===== config.mk =====
export PLATFORM = sky130hd
export DESIGN_NAME = microControlUnit
export DESIGN_NICKNAME = d
export VERILOG_FILES = /design/src/rtl/microPkg.sv /design/src/rtl/opcodeEncoder.sv /design/src/rtl/nextStateSelect.sv /design/src/rtl/microstore.sv /design/src/rtl/controlRegister.sv /design/src/rtl/microControlUnit.sv
export SDC_FILE = /design/constraint.sdc
export NUM_CORES = 1
export LEC_CHECK = 0
export BUFFER_PORTS_ARGS = -buffer_cell sky130_fd_sc_hd__buf_2
export CAP_MARGIN = 10
export CORE_MARGIN = 1
export CORE_UTILIZATION = 48
export DETAILED_ROUTE_END_ITERATION = 6
export HOLD_SLACK_MARGIN = 0.12
export PLACE_DENSITY = 0.85
export SETUP_SLACK_MARGIN = 0.15
export SLEW_MARGIN = 20
export SYNTH_ARGS = -nofsm -noshare
export SYNTH_HDL_FRONTEND = slang
export SYNTH_SLANG_ARGS = --single-unit

===== constraint.sdc =====
create_clock -name MOV -period 4.45 [get_ports MOV]
set_input_delay 0.2225 -clock MOV [delete_from_list [all_inputs] [get_ports MOV]]
set_output_delay 0.2225 -clock MOV [all_outputs]
set_load 0.03 [all_outputs]

===== src/rtl/microPkg.sv =====
package microPkg;

    // Microstate addresses, fixed by the microprogram layout
    typedef enum logic [6:0] {
        stReset   = 7'd0,
        stFetch   = 7'd1,
        stRead    = 7'd2,
        stLoadIr  = 7'd3,
        stDecode  = 7'd4,
        stAddu    = 7'd10,
        stSbAddr  = 7'd20,
        stSbData  = 7'd21,
        stSbWrite = 7'd22,
        stBeqCmp  = 7'd30,
        stBeqTake = 7'd31
    } stateT;

    // Condition source for the sequencer
    typedef enum logic [1:0] {
        condMoc,
        condCmp,
        condDmoc,
        condTrue
    } condSelT;

    // Next-address rule carried in each microword
    typedef enum logic [2:0] {
        nmIncrement,
        nmJump,
        nmDecode,
        nmFetch,
        nmCondJump,
        nmCondHold
    } nextModeT;

    // Select of the state mux
    typedef enum logic [1:0] {
        srcEncoder,
        srcFetch,
        srcTarget,
        srcIncrement
    } stateSrcT;

    typedef enum logic [1:0] {
        icAddu,
        icSb,
        icBeq,
        icOther
    } instrClassT;

    typedef struct packed {
        // Load strobes
        logic     irLd;
        logic     pcLd;
        logic     npcLd;
        logic     rfLd;
        logic     mdrLd;
        logic     marLd;
        logic     incRld;
        // Datapath mux selects
        logic       ma;
        logic [1:0] mb;
        logic       mc;
        logic       me;
        logic       mf;
        logic       mpa;
        logic       mp;
        logic       mr;
        // Memory control, rw high reads
        logic       rw;
        logic       memValid;
        // ALU and memory size fields
        logic [5:0] opC;
        logic       cin;
        logic [1:0] sse;
        logic [3:0] op;
        // Sequencing
        stateT      cr;
        logic       inv;
        condSelT    s;
        nextModeT   n;
    } microWordT;

    // All strobes off, back to fetch
    localparam microWordT idleWord = '{
        irLd: 1'b0, pcLd: 1'b0, npcLd: 1'b0, rfLd: 1'b0,
        mdrLd: 1'b0, marLd: 1'b0, incRld: 1'b0,
        ma: 1'b0, mb: 2'b00, mc: 1'b0, me: 1'b0, mf: 1'b0,
        mpa: 1'b0, mp: 1'b0, mr: 1'b0,
        rw: 1'b1, memValid: 1'b0,
        opC: 6'd0, cin: 1'b0, sse: 2'b00, op: 4'd0,
        cr: stReset, inv: 1'b0, s: condTrue, n: nmFetch
    };

endpackage


===== src/rtl/opcodeEncoder.sv =====
`timescale 1ns/1ps

module opcodeEncoder (
    input  logic [31:0]     instruction,
    output microPkg::stateT entryState
);

    // Primary opcodes handled by the microprogram
    typedef enum logic [5:0] {
        opSpecial = 6'h00,
        opBeq     = 6'h04,
        opSb      = 6'h28
    } opcodeT;

    // R-type function code for ADDU
    typedef enum logic [5:0] {
        fnAddu = 6'h21
    } functT;

    logic [5:0]           opcode;
    logic [5:0]           funct;
    microPkg::instrClassT instrClass;

    assign opcode = instruction[31:26];
    assign funct  = instruction[5:0];

    always_comb begin
        case (opcode)
            opSpecial: begin
                // Only ADDU among the R-type functions
                if (funct == fnAddu) begin
                    instrClass = microPkg::icAddu;
                end else begin
                    instrClass = microPkg::icOther;
                end
            end
            opSb:    instrClass = microPkg::icSb;
            opBeq:   instrClass = microPkg::icBeq;
            default: instrClass = microPkg::icOther;
        endcase
    end

    // Entry point of each microroutine
    always_comb begin
        unique case (instrClass)
            microPkg::icAddu:  entryState = microPkg::stAddu;
            microPkg::icSb:    entryState = microPkg::stSbAddr;
            microPkg::icBeq:   entryState = microPkg::stBeqCmp;
            microPkg::icOther: entryState = microPkg::stFetch;
        endcase
    end

endmodule


===== src/rtl/nextStateSelect.sv =====
`timescale 1ns/1ps

module nextStateSelect (
    input  logic                MOV,
    input  logic                arstN,
    input  microPkg::microWordT ctrl,
    input  microPkg::stateT     entryState,
    input  logic                moc,
    input  logic                cond,
    input  logic                dmoc,
    output microPkg::stateT     nextState
);

    logic               condRaw;
    logic               condBit;
    microPkg::stateSrcT stateSrc;
    microPkg::stateT    incReg;

    // Condition mux
    always_comb begin
        unique case (ctrl.s)
            microPkg::condMoc:  condRaw = moc;
            microPkg::condCmp:  condRaw = cond;
            microPkg::condDmoc: condRaw = dmoc;
            microPkg::condTrue: condRaw = 1'b1;
        endcase
    end

    // Optional inversion of the selected condition
    assign condBit = condRaw ^ ctrl.inv;

    // Address-mode logic
    always_comb begin
        case (ctrl.n)
            microPkg::nmIncrement: stateSrc = microPkg::srcIncrement;
            microPkg::nmJump:      stateSrc = microPkg::srcTarget;
            microPkg::nmDecode:    stateSrc = microPkg::srcEncoder;
            microPkg::nmFetch:     stateSrc = microPkg::srcFetch;
            microPkg::nmCondJump: begin
                if (condBit) begin
                    stateSrc = microPkg::srcTarget;
                end else begin
                    stateSrc = microPkg::srcIncrement;
                end
            end
            microPkg::nmCondHold: begin
                // cr points back at the current state while waiting
                if (condBit) begin
                    stateSrc = microPkg::srcIncrement;
                end else begin
                    stateSrc = microPkg::srcTarget;
                end
            end
            default: stateSrc = microPkg::srcFetch;
        endcase
    end

    // State mux
    always_comb begin
        unique case (stateSrc)
            microPkg::srcEncoder:   nextState = entryState;
            microPkg::srcFetch:     nextState = microPkg::stFetch;
            microPkg::srcTarget:    nextState = ctrl.cr;
            microPkg::srcIncrement: nextState = incReg;
        endcase
    end

    // Incrementer register, loaded from the address going into the control register
    always_ff @(posedge MOV or negedge arstN) begin
        if (!arstN) begin
            incReg <= microPkg::stReset;
        end else if (ctrl.incRld) begin
            incReg <= microPkg::stateT'(nextState + 7'd1);
        end
    end

    // Mode and condition steering the state mux are never unknown out of reset
    srcKnown: assert property (
        @(posedge MOV) disable iff (!arstN)
        !$isunknown({ctrl.n, condBit})
    ) else $error("state source inputs unknown");

endmodule


===== src/rtl/microstore.sv =====
`timescale 1ns/1ps

module microstore (
    input  microPkg::stateT     nextState,
    output microPkg::microWordT nextWord
);

    // ALU operation codes
    typedef enum logic [3:0] {
        aluAdd     = 4'b0000,
        aluPassA   = 4'b0001,
        aluCompare = 4'b1111
    } aluOpT;

    always_comb begin
        nextWord = microPkg::idleWord;
        case (nextState)
            microPkg::stReset: begin
                nextWord = microPkg::idleWord;
            end
            microPkg::stFetch: begin
                // MAR <- PC
                nextWord.marLd  = 1'b1;
                nextWord.incRld = 1'b1;
                nextWord.mpa    = 1'b1;
                nextWord.op     = aluPassA;
                nextWord.cr     = microPkg::stRead;
                nextWord.n      = microPkg::nmJump;
            end
            microPkg::stRead: begin
                nextWord.memValid = 1'b1;
                nextWord.rw       = 1'b1;
                nextWord.incRld   = 1'b1;
                nextWord.opC      = 6'h23;
                nextWord.cr       = microPkg::stRead;
                nextWord.s        = microPkg::condMoc;
                nextWord.n        = microPkg::nmCondHold;
            end
            microPkg::stLoadIr: begin
                // IR <- MDR, PC <- PC + 4
                nextWord.irLd   = 1'b1;
                nextWord.pcLd   = 1'b1;
                nextWord.incRld = 1'b1;
                nextWord.mpa    = 1'b1;
                nextWord.mb     = 2'b10;
                nextWord.mp     = 1'b1;
                nextWord.op     = aluAdd;
                nextWord.n      = microPkg::nmIncrement;
            end
            microPkg::stDecode: begin
                nextWord.incRld = 1'b1;
                nextWord.n      = microPkg::nmDecode;
            end
            microPkg::stAddu: begin
                // rd <- rs + rt
                nextWord.rfLd = 1'b1;
                nextWord.mc   = 1'b1;
                nextWord.mf   = 1'b1;
                nextWord.op   = aluAdd;
                nextWord.n    = microPkg::nmFetch;
            end
            microPkg::stSbAddr: begin
                // MAR <- rs + sign-extended offset
                nextWord.marLd  = 1'b1;
                nextWord.incRld = 1'b1;
                nextWord.mb     = 2'b01;
                nextWord.sse    = 2'b01;
                nextWord.op     = aluAdd;
                nextWord.n      = microPkg::nmIncrement;
            end
            microPkg::stSbData: begin
                // No incRld, so the incrementer keeps pointing at stSbWrite
                nextWord.mdrLd = 1'b1;
                nextWord.ma    = 1'b1;
                nextWord.me    = 1'b1;
                nextWord.op    = aluPassA;
                nextWord.n     = microPkg::nmIncrement;
            end
            microPkg::stSbWrite: begin
                // Byte store, stays here through the incrementer until moc
                nextWord.memValid = 1'b1;
                nextWord.rw       = 1'b0;
                nextWord.opC      = 6'h28;
                nextWord.mr       = 1'b1;
                nextWord.cr       = microPkg::stFetch;
                nextWord.s        = microPkg::condMoc;
                nextWord.n        = microPkg::nmCondJump;
            end
            microPkg::stBeqCmp: begin
                // Not equal jumps to fetch, equal falls through to stBeqTake
                nextWord.op  = aluCompare;
                nextWord.cin = 1'b1;
                nextWord.cr  = microPkg::stFetch;
                nextWord.inv = 1'b1;
                nextWord.s   = microPkg::condCmp;
                nextWord.n   = microPkg::nmCondJump;
            end
            microPkg::stBeqTake: begin
                // PC <- branch target
                nextWord.pcLd  = 1'b1;
                nextWord.npcLd = 1'b1;
                nextWord.sse   = 2'b10;
                nextWord.mb    = 2'b11;
                nextWord.op    = aluAdd;
                nextWord.n     = microPkg::nmFetch;
            end
            default: begin
                nextWord = microPkg::idleWord;
            end
        endcase
    end

endmodule


===== src/rtl/controlRegister.sv =====
`timescale 1ns/1ps

module controlRegister (
    input  logic                MOV,
    input  logic                arstN,
    input  microPkg::microWordT nextWord,
    input  microPkg::stateT     nextState,
    output microPkg::microWordT ctrl,
    output microPkg::stateT     activeState
);

    always_ff @(posedge MOV or negedge arstN) begin
        if (!arstN) begin
            // Idle word carries nmFetch, so the first edge lands in stFetch
            ctrl        <= microPkg::idleWord;
            activeState <= microPkg::stReset;
        end else begin
            ctrl        <= nextWord;
            activeState <= nextState;
        end
    end

    // A memory cycle never overlaps a register-file write
    memRfExclusive: assert property (
        @(posedge MOV) disable iff (!arstN)
        !(ctrl.memValid && ctrl.rfLd)
    ) else $error("memValid and rfLd set together");

    // The sequencer only ever reaches states that have microcode
    namedState: assert property (
        @(posedge MOV) disable iff (!arstN)
        activeState inside {
            microPkg::stReset,
            microPkg::stFetch,
            microPkg::stRead,
            microPkg::stLoadIr,
            microPkg::stDecode,
            microPkg::stAddu,
            microPkg::stSbAddr,
            microPkg::stSbData,
            microPkg::stSbWrite,
            microPkg::stBeqCmp,
            microPkg::stBeqTake
        }
    ) else $error("activeState %0d has no microword", activeState);

endmodule


===== src/rtl/microControlUnit.sv =====
`timescale 1ns/1ps

module microControlUnit (
    input  logic                MOV,
    input  logic                arstN,
    input  logic [31:0]         instruction,
    input  logic                moc,
    input  logic                cond,
    input  logic                dmoc,
    output microPkg::microWordT ctrl,
    output microPkg::stateT     activeState
);

    microPkg::stateT     entryState;
    microPkg::stateT     nextState;
    microPkg::microWordT nextWord;

    opcodeEncoder encoder (
        .instruction (instruction),
        .entryState  (entryState)
    );

    nextStateSelect select (
        .MOV        (MOV),
        .arstN      (arstN),
        .ctrl       (ctrl),
        .entryState (entryState),
        .moc        (moc),
        .cond       (cond),
        .dmoc       (dmoc),
        .nextState  (nextState)
    );

    microstore store (
        .nextState (nextState),
        .nextWord  (nextWord)
    );

    // Holds the active microword driven to the datapath
    controlRegister creg (
        .MOV         (MOV),
        .arstN       (arstN),
        .nextWord    (nextWord),
        .nextState   (nextState),
        .ctrl        (ctrl),
        .activeState (activeState)
    );

endmodule


After elaboration in Yosys (flattened, before gate mapping):

Cells that the tools add are included.

* flip-flop bits (word level): 47
* bits of input ports: 37
* output and inout port bits: 51

* add/subtract/negate cells: 1
* equality and inequality tests: 26
* multiplexer cells: 25
* bitwise gates (word level): 1
* reduce and logical (&&, ||, !) cells: 14

Operators with widths (number)
* 7-bit one-hot mux with 4 select lines: 2
* 7-bit by 5-bit equality test with 1-bit output (second input constant): 5
* 8-bit one-hot mux with 2 select lines: 1
* 3-bit one-hot mux with 5 select lines: 1
* 7-bit by 2-bit equality test with 1-bit output (second input constant): 2
* 2-bit OR reduction: 7
* 2-bit equality test (second input constant): 6
* 6-bit equality test (second input constant): 2
* 1-bit two-way mux: 12
* 2-bit one-hot mux with 2 select lines: 3
* 2-bit one-hot mux with 3 select lines: 2
* 2-bit one-hot mux with 5 select lines: 1
* 4-bit one-hot mux with 2 select lines: 1
* 7-bit by 1-bit adder with 7-bit output (second input constant): 1
* 7-bit by 1-bit equality test with 1-bit output (second input constant): 1
* 7-bit by 3-bit equality test with 1-bit output (second input constant): 1
* 7-bit by 4-bit equality test with 1-bit output (second input constant): 1
* 2-bit by 1-bit equality test with 1-bit output (second input constant): 3
* 3-bit equality test (second input constant): 2
* 6-bit by 3-bit equality test with 1-bit output (second input constant): 1
* 2-bit logical NOT: 3
* 6-bit logical NOT: 1
* 5-bit OR reduction: 1
* 1-bit one-hot mux with 4 select lines: 1
* 6 further kinds: 6

Depth between registers and ports, before layout:

* depth in word-level cells: 10
* mapped depth: 13
* mapped depth without buffers: 13

By module:

Synthesis repeated with hierarchy kept, for this count alone.

* cell total of the unflattened synthesis: 239
* area total of the unflattened synthesis: 2735.1 µm²

By module, submodules not included
* controlRegister: times used 1, cells each 51, area an instance 1282.5 µm²
* nextStateSelect: times used 1, cells each 95, area an instance 857.1 µm²
* microstore: times used 1, cells each 78, area an instance 479.2 µm²
* opcodeEncoder: times used 1, cells each 15, area an instance 116.4 µm²

Worst setup path after synthesis:

Ideal clock, no wire load.

* path type: reg2reg
* start: register, netlist name creg.ctrl[4]
* end: register, netlist name creg.ctrl[0]
* setup time: 84 ps
* arrival time: 3344 ps
* required time: 4366 ps
* setup slack: 1022 ps
* cell stages (with the launch flop): 12
* path buffers: 0
* cell sequence: dfstp_2 > mux2i_2 > mux2i_1 > a21oi_1 > nor2_1 > mux2i_1 > o21ai_0 > inv_1 > ha_1 > o21ai_0 > nor2_4 > o32a_2

==> metrics.csv <==
metric;value;unit
cts.sinks;39;
rrSetupSlack;460;ps
fin_crit_sh;89.7;%
die_w;68.1;µm
path_clk_slew;70;ps
p_leak;1.23;nW
antenna_found_initial;0;
first_iter_violations;149;
gp_congestion;0.929;
grt_pass1_wl;7140;µm
power_density;667;nW/µm²
synth_top_cell_by_area;dfrtp_1;
drc;0;
port_buffers;60;
fp-row-count;23;
cts_tree;yes;
worst_hold_path_type;in2reg;
grt_overflow;0;
crit_required;4660;ps
grt_util_all_layers;21.4;%
final_area;2420;µm²
r2r_end;creg.ctrl[0];
hold_viol;0;
path_cells;mux2i_2 -> mux2i_1 -> a21oi_1 -> nor2_1 -> mux2i_1 -> o21ai_0 -> inv_1 -> ha_1 -> o21ai_0 -> nor2_4 -> o32a_2;
fin_nets;304;
max-slew-margin-rel;42.5;%
critPathTopFamily;compound AO/OA/AOI/OAI gates;
first_pass_iters;4;
crit_start;creg.ctrl[4];
yosysMostFrequentCell;dfrtp_1;
cp-endpoint;creg.ctrl[0];
synth_common_cells;34 x dfrtp_1, 22 x nor2_1, 19 x buf_4, 12 x a21oi_1, 12 x nand2_1;
synth.distinct_cells;60;
reg2reg_from;creg.ctrl[4];
drive_above_1_share;33.5;%
cts_resized;0;
synthesis.area;2100;µm²
ios;88;
reg2reg_depth;11;
seqCellArea;982;µm²
cts_made_buffers;5;
cp-end-kind;flop;
tns;0;ps
vias;1754;
final_max_slew_viol_count;0;
hpwl;3330;µm
multi_input_area;931;µm²
cts_root_buffer;clkbuf_8;
crit_arrival;4210;ps
postCtsSetupBuffers;0;
async_reset_ff_share;100;%
cts.path.max_buffers;2;
clk_latency;290;ps
diodes;0;
cp.depth;11;
ys_seq_area_share;46.8;%
cts_hold_buf;1;
drt.antenna.violating_nets;0;
crit_type;reg2reg;
syn_area_per_cell;9.94;µm²
grt_max_degree;40;
outcome;finished, final reports clean;
die_area;4640;µm²
drt-total-wl;4650;µm
synth_top_area_share;40.6;%
max_stage_delay;590;ps
area_growth_syn_to_layout;15.5;%
grt_pass1_vias;1485;
cp_max_fo;9;
die_height;68.1;µm
crit_path_start_kind;flop;
max_slew.worst_pin.slew;862;ps
rsz0062_at_grt;no;
ir_worst_vdd;0.333;mV
period_needed;3990;ps
drt-wirelength-per-cell;14.8;µm
initial_core_util;51.3;%
ys_ff_latch;39;
critPathBufInv;1;
ys.flop_type;dfrtp_1;
core_area;4090;µm²
synthCells;211;
viasPerCell;5.60;
yosysWarnings;0;
placed_area;2330;µm²
yosys-top-cells-area;dfrtp_1 41%, buf_4 6.8%, dfstp_2 6.3%;
finalClockSkew;8.41;ps
cp_slowest_cell;dfstp_2;
synth_edf_count;0;
max_freq;0.250;GHz
setup_viol;0;
cts_max_level;2;
maxCapViolations;0;
fillers;358;
logic make-up after synthesis:
logic type | Yosys count | synth area share, %
XOR/XNOR | 2 | 0.835
multiplexers | 8 | 4.30
buffers and inverters | 35 | 9.84
flip-flops | 39 | 46.8
other | 1 | 0.179
AO/OA/AOI/OAI | 49 | 16.8
AND/OR/NAND/NOR | 72 | 18.3
adder cells (fa/ha/maj) | 5 | 2.98
power by group:
part / switching, W / internal, W / leakage [nW] / total [W]
logic: 0.000538 / 0.000274 / 0.681 / 0.000812
registers: 0.000106 / 0.000467 / 0.503 / 0.000573
clock network: 0.000122 / 0.000109 / 0.0412 / 0.000231
stage by stage:
step	setup WS [ps]	instances	hold WS, ps	util (%)	total power, W
detailed placement	558	304	379	57.0	0.00138
CTS	537	313	501	59.3	0.00162
finish	457	313	512	59.3	0.00162
floorplan	1020	217	-73.1	-	0.00119
global placement	598	304	355	57.0	0.00136
global route	212	313	558	59.3	0.00172
sequential cells by signal (all words and copies together) (netlist names):
register	cells
creg.ctrl	25
creg.activeState	7
select.incReg	7
cells in the final DEF, fill, tap and decap left out, types with 3 or more instances in the layout:
cell type   n
a21oi_1    12
buf_2      60
clkbuf_8    5
conb_1      7
dfrtp_1    34
dfstp_2     5
ha_1        5
inv_1      10
mux2i_1     5
nand2_1    12
nand3_1     7
nand4_1     4
nor2_1     22
nor3_1     10
o211ai_1    3
o21ai_0     9
worst min-delay path: cells and delay by family:
family          cells  cell delay [ps]
buf+inv             1              100
compound gates      2              410
cell type report:
cell class	count	share of cell area (%)
inverters	11	1.81
well taps	50	2.58
flip-flops and latches	39	40.5
repair buffers	62	13.1
clock inverters	2	0.517
multi-input cells	143	38.4
clock buffers	6	3.00
worst min-delay path by stage:
stage	from	end	cells past startpoint
after floorplan	arstN	creg.activeState[0]	0
after global routing	instruction[28]	creg.activeState[1]	3
after global placement	arstN	creg.activeState[3]	1
after CTS	instruction[28]	creg.activeState[1]	3
after detailed placement	arstN	creg.activeState[3]	1
final	instruction[28]	creg.activeState[1]	3
metal layers:
layer  wire [µm]  part of all wire [%]  vias to the layer above  GRT usage, %
met5           0                     0                        -             0
met3         376                   8.1                        5          5.83
met1        1960                    42                      829          27.4
met2        2260                    49                       96          34.6
li1            -                     -                      824             -
met4          49                   1.1                        0          7.03
Power figures use the tool's default switching activity.
